==> config.mk <==
export PLATFORM = sky130hd
export DESIGN_NAME = div_unit
export DESIGN_NICKNAME = d
export VERILOG_FILES = /design/src/hdl/div_pkg.sv /design/src/hdl/div_issue.sv /design/src/hdl/div_core.sv /design/src/hdl/div_wb_arbiter.sv /design/src/hdl/div_unit.sv
export SDC_FILE = /design/constraint.sdc
export NUM_CORES = 1
export LEC_CHECK = 0
export ABC_CLOCK_PERIOD_IN_PS = 11200
export BUFFER_PORTS_ARGS = -buffer_cell sky130_fd_sc_hd__buf_2
export CAP_MARGIN = 20
export CORE_ASPECT_RATIO = 0.8
export CORE_MARGIN = 5
export CORE_UTILIZATION = 45
export DETAILED_ROUTE_END_ITERATION = 8
export GPL_TIMING_DRIVEN = 0
export PLACE_DENSITY = 0.6
export REMOVE_ABC_BUFFERS = 1
export SLEW_MARGIN = 15
export SYNTH_ARGS = -nofsm -noshare
export SYNTH_HDL_FRONTEND = slang
export SYNTH_SLANG_ARGS = --single-unit
export TNS_END_PERCENT = 20
==> constraint.sdc <==
create_clock -name clk -period 11.2 [get_ports clk]
set_input_delay 2.24 -clock clk [delete_from_list [all_inputs] [get_ports clk]]
set_output_delay 2.24 -clock clk [all_outputs]
set_load 0.01 [all_outputs]
==> src/hdl/div_pkg.sv <==
// Shared widths and op encodings for the divide execution unit.
// Modules import this package inside their body and use scoped names
// in their port lists.

package div_pkg;

    // data path width, fixed by RV32
    localparam int XLEN = 32;

    // register file address and commit id widths
    localparam int REG_ADDR_W  = 5;
    localparam int COMMIT_ID_W = 3;

    // one-hot op vector and its bit positions
    localparam int OP_W    = 4;
    localparam int OP_DIV  = 0;
    localparam int OP_DIVU = 1;
    localparam int OP_REM  = 2;
    localparam int OP_REMU = 3;

    // number of iterative dividers behind the issue stage
    localparam int N_DIV = 2;

endpackage

==> src/hdl/div_issue.sv <==
`timescale 1ns/1ps
// Issue stage of the divide unit.
// Steers a request to the lowest idle divider, stalls the front end when
// every divider is busy, and keeps the write-back tags of each slot.

module div_issue (
    input  logic                                             clk,
    input  logic                                             rst_n_i,
    input  logic                                             req_div_i,
    input  logic                                             int_assert_i,
    input  logic [div_pkg::REG_ADDR_W-1:0]                   reg_waddr_i,
    input  logic [div_pkg::COMMIT_ID_W-1:0]                  commit_id_i,
    input  logic [div_pkg::N_DIV-1:0]                        core_busy_i,
    output logic [div_pkg::N_DIV-1:0]                        start_o,
    output logic                                             div_stall_o,
    output logic [div_pkg::N_DIV-1:0][div_pkg::REG_ADDR_W-1:0]  slot_waddr_o,
    output logic [div_pkg::N_DIV-1:0][div_pkg::COMMIT_ID_W-1:0] slot_commit_id_o
);
    import div_pkg::*;

    // request qualified by the interrupt
    logic req_ok;
    // set once some idle slot has been given the request
    logic placed;

    logic [N_DIV-1:0][REG_ADDR_W-1:0]  waddr_q;
    logic [N_DIV-1:0][COMMIT_ID_W-1:0] commit_id_q;

    // an interrupt in this cycle blocks the issue
    assign req_ok = req_div_i && !int_assert_i;

    // lowest numbered idle core wins
    always_comb begin
        start_o = '0;
        placed  = 1'b0;
        for (int s = 0; s < N_DIV; s++) begin
            if (req_ok && !core_busy_i[s] && !placed) begin
                start_o[s] = 1'b1;
                placed     = 1'b1;
            end
        end
    end

    // no core free, front end holds the request
    assign div_stall_o = req_ok && !placed;

    // tags follow the slot until write-back has taken the result
    always_ff @(posedge clk) begin
        if (!rst_n_i) begin
            waddr_q     <= '0;
            commit_id_q <= '0;
        end else begin
            for (int s = 0; s < N_DIV; s++) begin
                if (start_o[s]) begin
                    waddr_q[s]     <= reg_waddr_i;
                    commit_id_q[s] <= commit_id_i;
                end
            end
        end
    end

    assign slot_waddr_o     = waddr_q;
    assign slot_commit_id_o = commit_id_q;

endmodule

==> src/hdl/div_core.sv <==
`timescale 1ns/1ps
// Radix-2 restoring divider for DIV, DIVU, REM and REMU.
// Takes a start pulse with operands, runs one quotient bit per cycle and
// holds its result until the write-back slot is ready for it.
// Latency from start to valid is XLEN+2 cycles without back-pressure.

module div_core (
    input  logic                     clk,
    input  logic                     rst_n_i,
    input  logic                     start_i,
    input  logic [div_pkg::OP_W-1:0] op_i,
    input  logic [div_pkg::XLEN-1:0] dividend_i,
    input  logic [div_pkg::XLEN-1:0] divisor_i,
    input  logic                     wb_ready_i,
    output logic [div_pkg::XLEN-1:0] result_o,
    output logic                     valid_o,
    output logic                     busy_o
);
    import div_pkg::*;

    // decode of the incoming request
    logic            op_signed;
    logic            op_rem;
    logic            dvd_neg;
    logic            dvs_neg;
    logic [XLEN-1:0] dvd_abs;
    logic [XLEN-1:0] dvs_abs;
    logic            div_zero;
    logic            div_ovf;
    logic            accept;

    // control state
    logic                    run_q;
    logic                    fix_q;
    logic                    done_q;
    logic [$clog2(XLEN)-1:0] iter_cnt;

    // operands and flags latched at start
    logic [XLEN-1:0] quo_q;
    logic [XLEN-1:0] rem_q;
    logic [XLEN-1:0] dvs_q;
    logic [XLEN-1:0] dvd_q;
    logic            q_neg_q;
    logic            r_neg_q;
    logic            want_rem_q;
    logic            zero_q;
    logic            ovf_q;

    // one step of the shift-subtract loop
    logic [XLEN:0]   shifted;
    logic [XLEN:0]   trial;

    // sign fix and corner substitution
    logic [XLEN-1:0] quo_fix;
    logic [XLEN-1:0] rem_fix;
    logic [XLEN-1:0] quo_final;
    logic [XLEN-1:0] rem_final;
    logic [XLEN-1:0] result_q;

    assign op_signed = op_i[OP_DIV] | op_i[OP_REM];
    assign op_rem    = op_i[OP_REM] | op_i[OP_REMU];

    assign dvd_neg = op_signed & dividend_i[XLEN-1];
    assign dvs_neg = op_signed & divisor_i[XLEN-1];
    assign dvd_abs = dvd_neg ? -dividend_i : dividend_i;
    assign dvs_abs = dvs_neg ? -divisor_i : divisor_i;

    assign div_zero = (divisor_i == '0);
    // most negative value over minus one
    assign div_ovf  = op_signed && (dividend_i == {1'b1, {(XLEN-1){1'b0}}}) && (&divisor_i);

    assign busy_o = run_q | fix_q | done_q;
    assign accept = start_i && !busy_o;

    always_ff @(posedge clk) begin
        if (!rst_n_i) begin
            run_q    <= 1'b0;
            fix_q    <= 1'b0;
            done_q   <= 1'b0;
            iter_cnt <= '0;
        end else if (accept) begin
            run_q    <= 1'b1;
            iter_cnt <= '0;
        end else if (run_q) begin
            iter_cnt <= iter_cnt + 1'b1;
            // last of the XLEN iterations
            if (&iter_cnt) begin
                run_q <= 1'b0;
                fix_q <= 1'b1;
            end
        end else if (fix_q) begin
            fix_q  <= 1'b0;
            done_q <= 1'b1;
        end else if (done_q && wb_ready_i) begin
            done_q <= 1'b0;
        end
    end

    // partial remainder takes the next dividend bit from the quotient reg
    assign shifted = {rem_q, quo_q[XLEN-1]};
    assign trial   = shifted - {1'b0, dvs_q};

    always_ff @(posedge clk) begin
        if (accept) begin
            quo_q      <= dvd_abs;
            rem_q      <= '0;
            dvs_q      <= dvs_abs;
            dvd_q      <= dividend_i;
            q_neg_q    <= dvd_neg ^ dvs_neg;
            r_neg_q    <= dvd_neg;
            want_rem_q <= op_rem;
            zero_q     <= div_zero;
            ovf_q      <= div_ovf;
        end else if (run_q) begin
            // trial borrow means the divisor did not fit, restore
            quo_q <= {quo_q[XLEN-2:0], ~trial[XLEN]};
            rem_q <= trial[XLEN] ? shifted[XLEN-1:0] : trial[XLEN-1:0];
        end
    end

    // remainder takes the sign of the dividend
    assign quo_fix = q_neg_q ? -quo_q : quo_q;
    assign rem_fix = r_neg_q ? -rem_q : rem_q;

    always_comb begin
        if (zero_q) begin
            quo_final = '1;
            rem_final = dvd_q;
        end else if (ovf_q) begin
            quo_final = dvd_q;
            rem_final = '0;
        end else begin
            quo_final = quo_fix;
            rem_final = rem_fix;
        end
    end

    always_ff @(posedge clk) begin
        if (fix_q) begin
            result_q <= want_rem_q ? rem_final : quo_final;
        end
    end

    assign result_o = result_q;
    // result only leaves when write-back has room
    assign valid_o  = done_q & wb_ready_i;

endmodule

==> src/hdl/div_wb_arbiter.sv <==
`timescale 1ns/1ps
// Write-back stage of the divide unit.
// Buffers one finished result per divider with its tags and drives the
// single register write port, slot 0 first.

module div_wb_arbiter (
    input  logic                                                clk,
    input  logic                                                rst_n_i,
    input  logic [div_pkg::N_DIV-1:0]                           core_valid_i,
    input  logic [div_pkg::N_DIV-1:0][div_pkg::XLEN-1:0]        core_result_i,
    input  logic [div_pkg::N_DIV-1:0][div_pkg::REG_ADDR_W-1:0]  slot_waddr_i,
    input  logic [div_pkg::N_DIV-1:0][div_pkg::COMMIT_ID_W-1:0] slot_commit_id_i,
    input  logic                                                wb_ready_i,
    output logic [div_pkg::N_DIV-1:0]                           slot_ready_o,
    output logic                                                reg_we_o,
    output logic [div_pkg::XLEN-1:0]                            reg_wdata_o,
    output logic [div_pkg::REG_ADDR_W-1:0]                      reg_waddr_o,
    output logic [div_pkg::COMMIT_ID_W-1:0]                     commit_id_o
);
    import div_pkg::*;

    logic [N_DIV-1:0]                  buf_full;
    logic [N_DIV-1:0][XLEN-1:0]        buf_data;
    logic [N_DIV-1:0][REG_ADDR_W-1:0]  buf_waddr;
    logic [N_DIV-1:0][COMMIT_ID_W-1:0] buf_cid;

    // one-hot pick of the buffer on the write port
    logic [N_DIV-1:0] sel;
    logic [N_DIV-1:0] drain;

    // grant of the last cycle and whether the port refused it
    logic [N_DIV-1:0] sel_q;
    logic             hold_q;

    // a refused write keeps its slot, otherwise the lowest full slot wins
    always_comb begin
        sel = '0;
        if (hold_q) begin
            sel = sel_q;
        end else begin
            for (int s = 0; s < N_DIV; s++) begin
                if (buf_full[s] && (sel == '0)) begin
                    sel[s] = 1'b1;
                end
            end
        end
    end

    always_ff @(posedge clk) begin
        if (!rst_n_i) begin
            sel_q  <= '0;
            hold_q <= 1'b0;
        end else begin
            sel_q  <= sel;
            hold_q <= reg_we_o && !wb_ready_i;
        end
    end

    assign drain        = sel & {N_DIV{wb_ready_i}};
    // room now or room after this cycle's write
    assign slot_ready_o = ~buf_full | drain;

    always_ff @(posedge clk) begin
        if (!rst_n_i) begin
            buf_full <= '0;
        end else begin
            for (int s = 0; s < N_DIV; s++) begin
                if (core_valid_i[s]) begin
                    buf_full[s] <= 1'b1;
                end else if (drain[s]) begin
                    buf_full[s] <= 1'b0;
                end
            end
        end
    end

    // tags are still held by the issue stage when the result arrives
    always_ff @(posedge clk) begin
        for (int s = 0; s < N_DIV; s++) begin
            if (core_valid_i[s]) begin
                buf_data[s]  <= core_result_i[s];
                buf_waddr[s] <= slot_waddr_i[s];
                buf_cid[s]   <= slot_commit_id_i[s];
            end
        end
    end

    assign reg_we_o = |buf_full;

    // and-or mux that gives zero when nothing is pending
    always_comb begin
        reg_wdata_o = '0;
        reg_waddr_o = '0;
        commit_id_o = '0;
        for (int s = 0; s < N_DIV; s++) begin
            reg_wdata_o = reg_wdata_o | ({XLEN{sel[s]}} & buf_data[s]);
            reg_waddr_o = reg_waddr_o | ({REG_ADDR_W{sel[s]}} & buf_waddr[s]);
            commit_id_o = commit_id_o | ({COMMIT_ID_W{sel[s]}} & buf_cid[s]);
        end
    end

endmodule

==> src/hdl/div_unit.sv <==
`timescale 1ns/1ps
// Divide execution unit of the RV32 core.
// Accepts decoded DIV/DIVU/REM/REMU requests, runs them on two iterative
// dividers and returns results through one register write-back port.

module div_unit (
    input  logic                            clk,
    input  logic                            rst_n_i,
    input  logic                            wb_ready_i,
    input  logic                            req_div_i,
    input  logic                            div_op_div_i,
    input  logic                            div_op_divu_i,
    input  logic                            div_op_rem_i,
    input  logic                            div_op_remu_i,
    input  logic [div_pkg::XLEN-1:0]        reg1_rdata_i,
    input  logic [div_pkg::XLEN-1:0]        reg2_rdata_i,
    input  logic [div_pkg::REG_ADDR_W-1:0]  reg_waddr_i,
    input  logic [div_pkg::COMMIT_ID_W-1:0] commit_id_i,
    input  logic                            int_assert_i,
    output logic                            div_stall_o,
    output logic                            reg_we_o,
    output logic [div_pkg::XLEN-1:0]        reg_wdata_o,
    output logic [div_pkg::REG_ADDR_W-1:0]  reg_waddr_o,
    output logic [div_pkg::COMMIT_ID_W-1:0] commit_id_o
);
    import div_pkg::*;

    logic [OP_W-1:0]                   div_op;
    logic [N_DIV-1:0]                  core_start;
    logic [N_DIV-1:0]                  core_busy;
    logic [N_DIV-1:0]                  core_valid;
    logic [N_DIV-1:0]                  slot_ready;
    logic [N_DIV-1:0][XLEN-1:0]        core_result;
    logic [N_DIV-1:0][REG_ADDR_W-1:0]  slot_waddr;
    logic [N_DIV-1:0][COMMIT_ID_W-1:0] slot_commit_id;

    // decoder strobes into the one-hot op vector
    assign div_op[OP_DIV]  = div_op_div_i;
    assign div_op[OP_DIVU] = div_op_divu_i;
    assign div_op[OP_REM]  = div_op_rem_i;
    assign div_op[OP_REMU] = div_op_remu_i;

    div_issue u_issue (
        .clk              (clk),
        .rst_n_i          (rst_n_i),
        .req_div_i        (req_div_i),
        .int_assert_i     (int_assert_i),
        .reg_waddr_i      (reg_waddr_i),
        .commit_id_i      (commit_id_i),
        .core_busy_i      (core_busy),
        .start_o          (core_start),
        .div_stall_o      (div_stall_o),
        .slot_waddr_o     (slot_waddr),
        .slot_commit_id_o (slot_commit_id)
    );

    // both cores see the same operands, only the start picks one
    div_core u_div0 (
        .clk        (clk),
        .rst_n_i    (rst_n_i),
        .start_i    (core_start[0]),
        .op_i       (div_op),
        .dividend_i (reg1_rdata_i),
        .divisor_i  (reg2_rdata_i),
        .wb_ready_i (slot_ready[0]),
        .result_o   (core_result[0]),
        .valid_o    (core_valid[0]),
        .busy_o     (core_busy[0])
    );

    div_core u_div1 (
        .clk        (clk),
        .rst_n_i    (rst_n_i),
        .start_i    (core_start[1]),
        .op_i       (div_op),
        .dividend_i (reg1_rdata_i),
        .divisor_i  (reg2_rdata_i),
        .wb_ready_i (slot_ready[1]),
        .result_o   (core_result[1]),
        .valid_o    (core_valid[1]),
        .busy_o     (core_busy[1])
    );

    div_wb_arbiter u_wb (
        .clk              (clk),
        .rst_n_i          (rst_n_i),
        .core_valid_i     (core_valid),
        .core_result_i    (core_result),
        .slot_waddr_i     (slot_waddr),
        .slot_commit_id_i (slot_commit_id),
        .wb_ready_i       (wb_ready_i),
        .slot_ready_o     (slot_ready),
        .reg_we_o         (reg_we_o),
        .reg_wdata_o      (reg_wdata_o),
        .reg_waddr_o      (reg_waddr_o),
        .commit_id_o      (commit_id_o)
    );

endmodule

==> flow_metrics.env, run 1 <==
export IMPL_status="finished clean"
export IMPL_ant_nets=0
export IMPL_r2r_slack_ps=6650
export IMPL_clock_sinks=447
export IMPL_layout_setup_ws_ps=5750
export IMPL_io_buffer_count=121
export IMPL_critPathRequiredTime_ps=11510
export IMPL_rows=76
export IMPL_diodes=0
export IMPL_area_growth_pct=13.8
export IMPL_start_kind="input port"
export IMPL_synthFlopType="edfxtp_1"
export IMPL_postRouteWirelength_um=72700
export IMPL_post_cts_setup_buffers=0
export IMPL_min_period_ps=5450
export IMPL_relSlewSlack=0.282
export IMPL_ir_drop_v=0.000120
export IMPL_cts_path_max_buffers=3
export IMPL_grtUsageTotal=0.239
export IMPL_grt_max_degree=74
export IMPL_die_h_um=220
export IMPL_setup_viol=0
export IMPL_critPathCapture="u_div0.quo_q[30]"
export IMPL_initial_core_util=0.457
export IMPL_yosysSeqAreaShare=0.502
export IMPL_dieArea_um2=59700
export IMPL_drv_slew=0
export IMPL_power_leakage_nw=10.8
export IMPL_hold_viol=0
export IMPL_syn_inst=2445
export IMPL_antenna_found_initial=3
export IMPL_cts_tree="done"
export IMPL_powerDensity_nw_per_um2=209
export IMPL_place_ws_ps=5180
export IMPL_grt_pass1_vias=18652
export IMPL_regToRegEndpoint="u_div0.rem_q[27]"
export IMPL_reg2reg_from="u_div0.quo_q[31]"
export IMPL_worstSkewPairLatency_ps=610
export IMPL_async_flop_share=0
export IMPL_gp_congestion=0.907
export IMPL_ctsHoldBuffers=0
export IMPL_cap_violations=0
export IMPL_clk_pin_slew_worst_paths_ps=70
export IMPL_numCtsBuffers=46
export IMPL_worst_slew_pin_transition_ps=1080
export IMPL_max_freq_ghz=0.183
export IMPL_cts_root_buf="clkbuf_16"
export IMPL_critPathLaunch="reg1_rdata_i[0]"
export IMPL_viasPerCell=5.97
export IMPL_io_pins=123
export IMPL_end_kind="flip-flop"
export IMPL_synth_warnings=0
export IMPL_crit_type="in2reg"
export IMPL_hold_path_class="reg2reg"
export IMPL_period_share=0.487
export IMPL_drcViolationCount=0
export IMPL_cp_arrival_ps=5760
export IMPL_global_route_overflow_total=0
export IMPL_rsz0062_at_grt="false"
export IMPL_synth_seq_cells=447
export IMPL_yosys_area_top_type="edfxtp_1"
export IMPL_dp_hpwl_um=53400
export IMPL_syn_area_um2=24700
export IMPL_coreArea_um2=54100
export IMPL_reg2regPathDepth=13
export IMPL_ys_types=75
export IMPL_grt_first_pass_wirelength_um=112000
export IMPL_drtIter0Drc=2109
export IMPL_layout_drive_gt1_share=0.106
export IMPL_via_count=19468
export IMPL_yosysTopAreaCellShare=0.421
export IMPL_syn_area_per_cell_um2=10.1
export IMPL_die_x_um=272
export IMPL_crit_fanout=7
export IMPL_htreeDepth=2
export IMPL_fin_skew_ps=38.1
export IMPL_drt_first_pass_iters=5
export IMPL_drt_wirelength_per_cell_um=22.3
export IMPL_layout_nets=2677
export IMPL_cts_resized=0
export IMPL_synth_edff_count=346
export IMPL_synthTopCellsByArea="edfxtp_1 (42%), dfxtp_1 (8.2%), xor2_1 (5.5%)"
export IMPL_fin_util=0.520
state kept, by name, summed over array words and instances (netlist names), 5 cells and up:
register                  flops
u_div1.quo_q                 32
u_div1.dvd_q                 32
u_div0.dvd_q                 32
u_div1.result_o              32
u_issue.slot_commit_id_o      6
u_wb.buf_waddr               10
u_div1.rem_q                 32
u_div0.quo_q                 32
u_wb.buf_data                64
u_div0.iter_cnt               5
u_div0.rem_q                 32
u_issue.slot_waddr_o         10
u_div1.dvs_q                 32
u_div1.iter_cnt               5
u_div0.dvs_q                 32
u_div0.result_o              32
u_wb.buf_cid                  6
worst max-delay path, stage by stage:
cell     delay (ps)
buf_2           160
inv_1            70
ha_1            170
nor3b_1         520
nand2_1         200
nor4_1          540
nand2_1         180
nor4_1          590
nand2_1         380
o41ai_2         390
xor2_1          210
o21ai_0          90
cell usage after synthesis, types with 17 or more instances:
library cell / instances
a22o_1: 63
a21boi_0: 23
xnor2_1: 87
nand4_1: 17
inv_1: 163
nor4_1: 21
o31ai_1: 46
clkbuf_1: 112
a21oi_1: 214
or4_1: 17
or3_1: 23
edfxtp_1: 346
nand2_1: 251
nor2_1: 83
nand3_1: 45
o311ai_0: 23
o41ai_1: 21
ha_1: 75
nor3_1: 21
a21o_1: 33
o22a_1: 61
dfxtp_1: 101
nand2b_1: 20
o21ai_0: 232
xor2_1: 155
metrics by stage:
step / hold WS [ps] / total power [mW] / std cells / instance area (um2) / setup TNS, ps
2_1_floorplan: 400 / 3.57 / 2318 / 24200 / 0
3_3_place_gp: 402 / 4.14 / 3141 / 25700 / -50750
3_5_place_dp: 405 / 4.24 / 3170 / 26500 / 0
4_1_cts: 398 / 5.87 / 3256 / 28100 / 0
5_1_grt: 411 / 6.22 / 3259 / 28100 / 0
6_report: 404 / 5.88 / 3259 / 28100 / 0
power by group:
| part | internal (mW) | total (mW) | switching, mW |
|---|---|---|---|
| Clock | 0.944 | 1.63 | 0.685 |
| Combinational | 0.814 | 2.02 | 1.21 |
| Sequential | 1.94 | 2.23 | 0.289 |
| Total | 3.70 | 5.88 | 2.18 |
cell families (layout without fill, tap and decap cells):
logic type / Yosys count / after routing / share of synthesized area
adder cells (fa/ha/maj): 77 / 77 / 0.0396
buffers and inverters: 291 / 403 / 0.0448
AND/OR/NAND/NOR: 559 / 559 / 0.107
AO/OA/AOI/OAI: 813 / 813 / 0.214
flip-flops: 447 / 447 / 0.502
multiplexers: 16 / 16 / 0.00663
XOR/XNOR: 242 / 242 / 0.0858
how the worst min path moves through the flow:
| stage | startpoint | to | cells after the start |
|---|---|---|---|
| final | u_div0.result_o[31] | u_wb.buf_data[31] | 0 |
| after global routing | u_div0.result_o[31] | u_wb.buf_data[31] | 0 |
| after CTS | u_div0.result_o[31] | u_wb.buf_data[31] | 0 |
| after detailed placement | u_div1.result_o[8] | u_wb.buf_data[40] | 0 |
| after global placement | u_div0.result_o[16] | u_wb.buf_data[16] | 0 |
| after floorplan | u_div0.result_o[0] | u_wb.buf_data[0] | 0 |
metal layers:
| metal | up-vias | part of all wire | global-route usage |
|---|---|---|---|
| li1 | 9163 | - | - |
| met1 | 9506 | 0.47 | 0.352 |
| met2 | 694 | 0.44 | 0.369 |
| met3 | 99 | 0.072 | 0.0429 |
| met4 | 6 | 0.019 | 0.0543 |
| met5 | - | 0.00055 | 0 |
cell usage in the layout (no fill, tap or decap), types with 19 or more instances in the layout:
cell,instances
a22o_1,63
nand2_1,248
o21ai_0,231
a21boi_0,23
inv_1,157
xor2_1,153
a21o_1,33
or3_1,23
nor2_1,81
nand2b_1,19
clkbuf_16,47
buf_2,123
a21oi_1,214
nor4_1,21
o22a_1,61
ha_1,75
o41ai_1,21
edfxtp_1,346
o31ai_1,46
xnor2_1,87
o311ai_0,23
dfxtp_1,97
nand3_1,45
nor3_1,21
cell type report:
| type | instances | area (um2) |
|---|---|---|
| fill | 4760 | 26000 |
| sequential | 447 | 12400 |
| multi-input combinational | 1707 | 11300 |
| timing repair buffer | 153 | 1290 |
| clock buffer | 55 | 1220 |
| tap | 702 | 878 |
| inverter | 164 | 626 |
| clock inverter | 31 | 375 |
(Power assumes the default switching activity.)
==> run 2, diff against run 1 <==
--- a/config.mk
+++ b/config.mk
@@ -5,7 +5,8 @@
 export SDC_FILE = /design/constraint.sdc
 export NUM_CORES = 1
 export LEC_CHECK = 0
-export ABC_CLOCK_PERIOD_IN_PS = 11200
+export ABC_AREA = 1
+export ABC_CLOCK_PERIOD_IN_PS = 5500
 export BUFFER_PORTS_ARGS = -buffer_cell sky130_fd_sc_hd__buf_2
 export CAP_MARGIN = 20
 export CORE_ASPECT_RATIO = 0.8
@@ -13,7 +14,7 @@
 export CORE_UTILIZATION = 45
 export DETAILED_ROUTE_END_ITERATION = 8
 export GPL_TIMING_DRIVEN = 0
-export PLACE_DENSITY = 0.6
+export PLACE_DENSITY = 0.59
 export REMOVE_ABC_BUFFERS = 1
 export SLEW_MARGIN = 15
 export SYNTH_ARGS = -nofsm -noshare
==> constraint.sdc (replaced) <==
create_clock -name clk -period 5.5 [get_ports clk]
set_input_delay 1.1 -clock clk [delete_from_list [all_inputs] [get_ports clk]]
set_output_delay 1.1 -clock clk [all_outputs]
set_load 0.01 [all_outputs]
==> run 2 against run 1 <==
Net effect: via count increased by 39%; die area grew 17%; register-to-register slack got worse by 5200 ps; routed wire length up 34%; critical path type unchanged; largest cell class is now multi-input gates.
==> flow_metrics.env, run 2 <==
export IMPL_min_from="u_div1.result_o[0]"
export IMPL_crit_fanout=29
export IMPL_cp_slowest_cell="o21ai_0"
export IMPL_synthTopCellsByArea="edfxtp_1 (36%), nand2_1 (17%), inv_1 (9.0%)"
export IMPL_async_flop_share=0
export IMPL_layout_nets=4398
export IMPL_synth_seq_cells=447
export IMPL_syn_area_um2=29200
export IMPL_hold_path_class="reg2reg"
export IMPL_cts_resized=0
export IMPL_syn_area_per_cell_um2=7.02
export IMPL_yosysSeqAreaShare=0.425
export IMPL_crit_family="simple AND/OR/NAND/NOR gates"
export IMPL_drt_first_pass_iters=8
export IMPL_drv_slew=0
export IMPL_status="finished clean"
export IMPL_cts_path_max_buffers=3
export IMPL_synthFlopType="edfxtp_1"
export IMPL_regToRegEndpoint="u_div0.quo_q[1]"
export IMPL_yosys_area_top_type="edfxtp_1"
export IMPL_drtIter0Drc=2726
export IMPL_via_count=27096
export IMPL_worst_slew_pin_transition_ps=1140
export IMPL_cts_root_buf="clkbuf_16"
export IMPL_synth_most_common_cell="nand2_1"
export IMPL_crit_type="in2reg"
export IMPL_synth_warnings=0
export IMPL_htreeDepth=2
export IMPL_drcViolationCount=0
export IMPL_start_kind="input port"
export IMPL_worstSkewPairLatency_ps=610
export IMPL_rsz0062_at_grt="false"
export IMPL_postRouteWirelength_um=97400
export IMPL_final_cell_mix="nand2_1 (1344), inv_1 (699), nand3_1 (373), edfxtp_1 (346), nor2_1 (324)"
export IMPL_power_leakage_nw=15.6
export IMPL_clk_pin_slew_worst_paths_ps=70
export IMPL_fillCellCount=6460
export IMPL_period_share=0.813
export IMPL_synth_edff_count=346
export IMPL_largest_register="u_wb.buf_data"
export IMPL_cts_tree="done"
export IMPL_coreArea_um2=64200
export IMPL_clock_sinks=447
export IMPL_stdcell_count=5132
export IMPL_die_x_um=295
export IMPL_end_kind="flip-flop"
export IMPL_grt_first_pass_wirelength_um=147000
export IMPL_placed_cell_area_um2=31000
export IMPL_dp_cells=5037
export IMPL_ant_nets=0
export IMPL_layout_drive_gt1_share=0.0738
export IMPL_reg2reg_from="u_div0.fix_q"
export IMPL_syn_inst=4156
export IMPL_ir_drop_v=0.000385
export IMPL_rows=83
export IMPL_ys_top_cells_by_count="nand2_1 (1344), inv_1 (701), nand3_1 (373)"
export IMPL_critPathLaunch="div_op_rem_i"
export IMPL_gp_congestion=0.988
export IMPL_antenna_found_initial=6
export IMPL_post_cts_setup_buffers=0
export IMPL_cp_arrival_ps=4930
export IMPL_report_power_total_mw=13.8
export IMPL_ys_types=47
export IMPL_initial_core_util=0.455
export IMPL_yosysTopAreaCellShare=0.356
export IMPL_largest_register_ffs=64
export IMPL_io_buffer_count=121
export IMPL_critPathRequiredTime_ps=5960
export IMPL_powerDensity_nw_per_um2=422
export IMPL_ff_latch_area_um2=12400
export IMPL_r2r_slack_ps=1490
export IMPL_cp_slowest_stage_delay_ps=1040
export IMPL_finalInstanceArea_um2=32700
export IMPL_critPathCapture="u_div0.quo_q[28]"
export IMPL_dp_hpwl_um=76700
export IMPL_crit_buf_inv=3
export IMPL_cap_violations=0
export IMPL_cp_depth=8
export IMPL_setup_viol=0
export IMPL_hold_viol=0
export IMPL_max_freq_ghz=0.224
export IMPL_area_growth_pct=12.0
export IMPL_min_period_ps=4470
export IMPL_fin_util=0.509
export IMPL_reg2regPathDepth=7
export IMPL_numCtsBuffers=49
export IMPL_grt_max_degree=73
export IMPL_crit_chain="buf_2, nor2_1, inv_1, nand2_1, clkinv_1, o21ai_0, nand2_1, o21ai_0"
export IMPL_io_pins=123
export IMPL_whs_path_depth=0
export IMPL_relSlewSlack=0.231
export IMPL_drt_wirelength_per_cell_um=19.0
export IMPL_die_h_um=238
export IMPL_global_route_overflow_total=0
export IMPL_mostFrequentLayoutCell="nand2_1"
export IMPL_multi_input_comb_area_um2=13600
export IMPL_ctsHoldBuffers=0
export IMPL_dieArea_um2=70100
export IMPL_fin_skew_ps=21.1
export IMPL_grtUsageTotal=0.272
export IMPL_viasPerCell=5.28
export IMPL_grt_pass1_vias=24428
-- run 2: changes by cell type after synthesis, sizes merged, moves of 68 or more --
cell,delta
xnor2,-68
nand3,+332
nor2,+254
nand2,+1112
inv,+556
xor2,-89
-- run 2: how the worst min path moves through the flow --
| stage | to | slack [ps] |
|---|---|---|
| 2_1_floorplan | u_wb.buf_data[0] | 400 |
| 3_3_place_gp | u_wb.buf_data[51] | 400 |
| 3_5_place_dp | u_wb.buf_data[41] | 400 |
| 4_1_cts | u_wb.buf_data[32] | 400 |
| 5_1_grt | u_wb.buf_data[32] | 410 |
| 6_report | u_wb.buf_data[32] | 410 |
-- run 2: kinds of logic after synthesis --
group | count (synthesis) | share of synthesized area
and+or+nand+nor | 2236 | 0.320
xor gates and xnor gates | 85 | 0.0255
adders and majority gates | 77 | 0.0335
buffers and inverters | 841 | 0.111
DFF | 447 | 0.425
AOI/OAI and AO/OA | 470 | 0.0856
-- run 2: layout make-up --
| cell class | instances | share of cell area |
|---|---|---|
| Tap cell | 850 | 0.0325 |
| Timing Repair Buffer | 152 | 0.0386 |
| Multi-Input combinational cell | 2868 | 0.417 |
| Antenna cell | 1 | 0.0000765 |
| Sequential cell | 447 | 0.380 |
| Clock inverter | 26 | 0.00681 |
| Clock buffer | 66 | 0.0423 |
| Inverter | 722 | 0.0831 |
-- run 2: layer usage --
layer / part of all wire / track usage
met4: 0.028 / 0.0722
met1: 0.47 / 0.416
met3: 0.10 / 0.0652
met5: 0.00013 / 0
met2: 0.40 / 0.384
-- run 2: per-stage QoR --
stage | worst slack [ps] | hold slack [ps] | TNS (ps)
after CTS | 1320 | 405 | 0
after detailed placement | 686 | 405 | 0
after global routing | 912 | 413 | 0
final | 1030 | 405 | 0
after global placement | -12300 | 401 | -1507340
after floorplan | -4060 | 400 | -372420
-- run 2: where the power goes --
part	total, mW	internal, mW	switching [mW]
Combinational	6.04	1.89	4.14
Sequential	4.43	3.98	0.453
Clock	3.31	1.85	1.47
Total	13.8	7.72	6.06
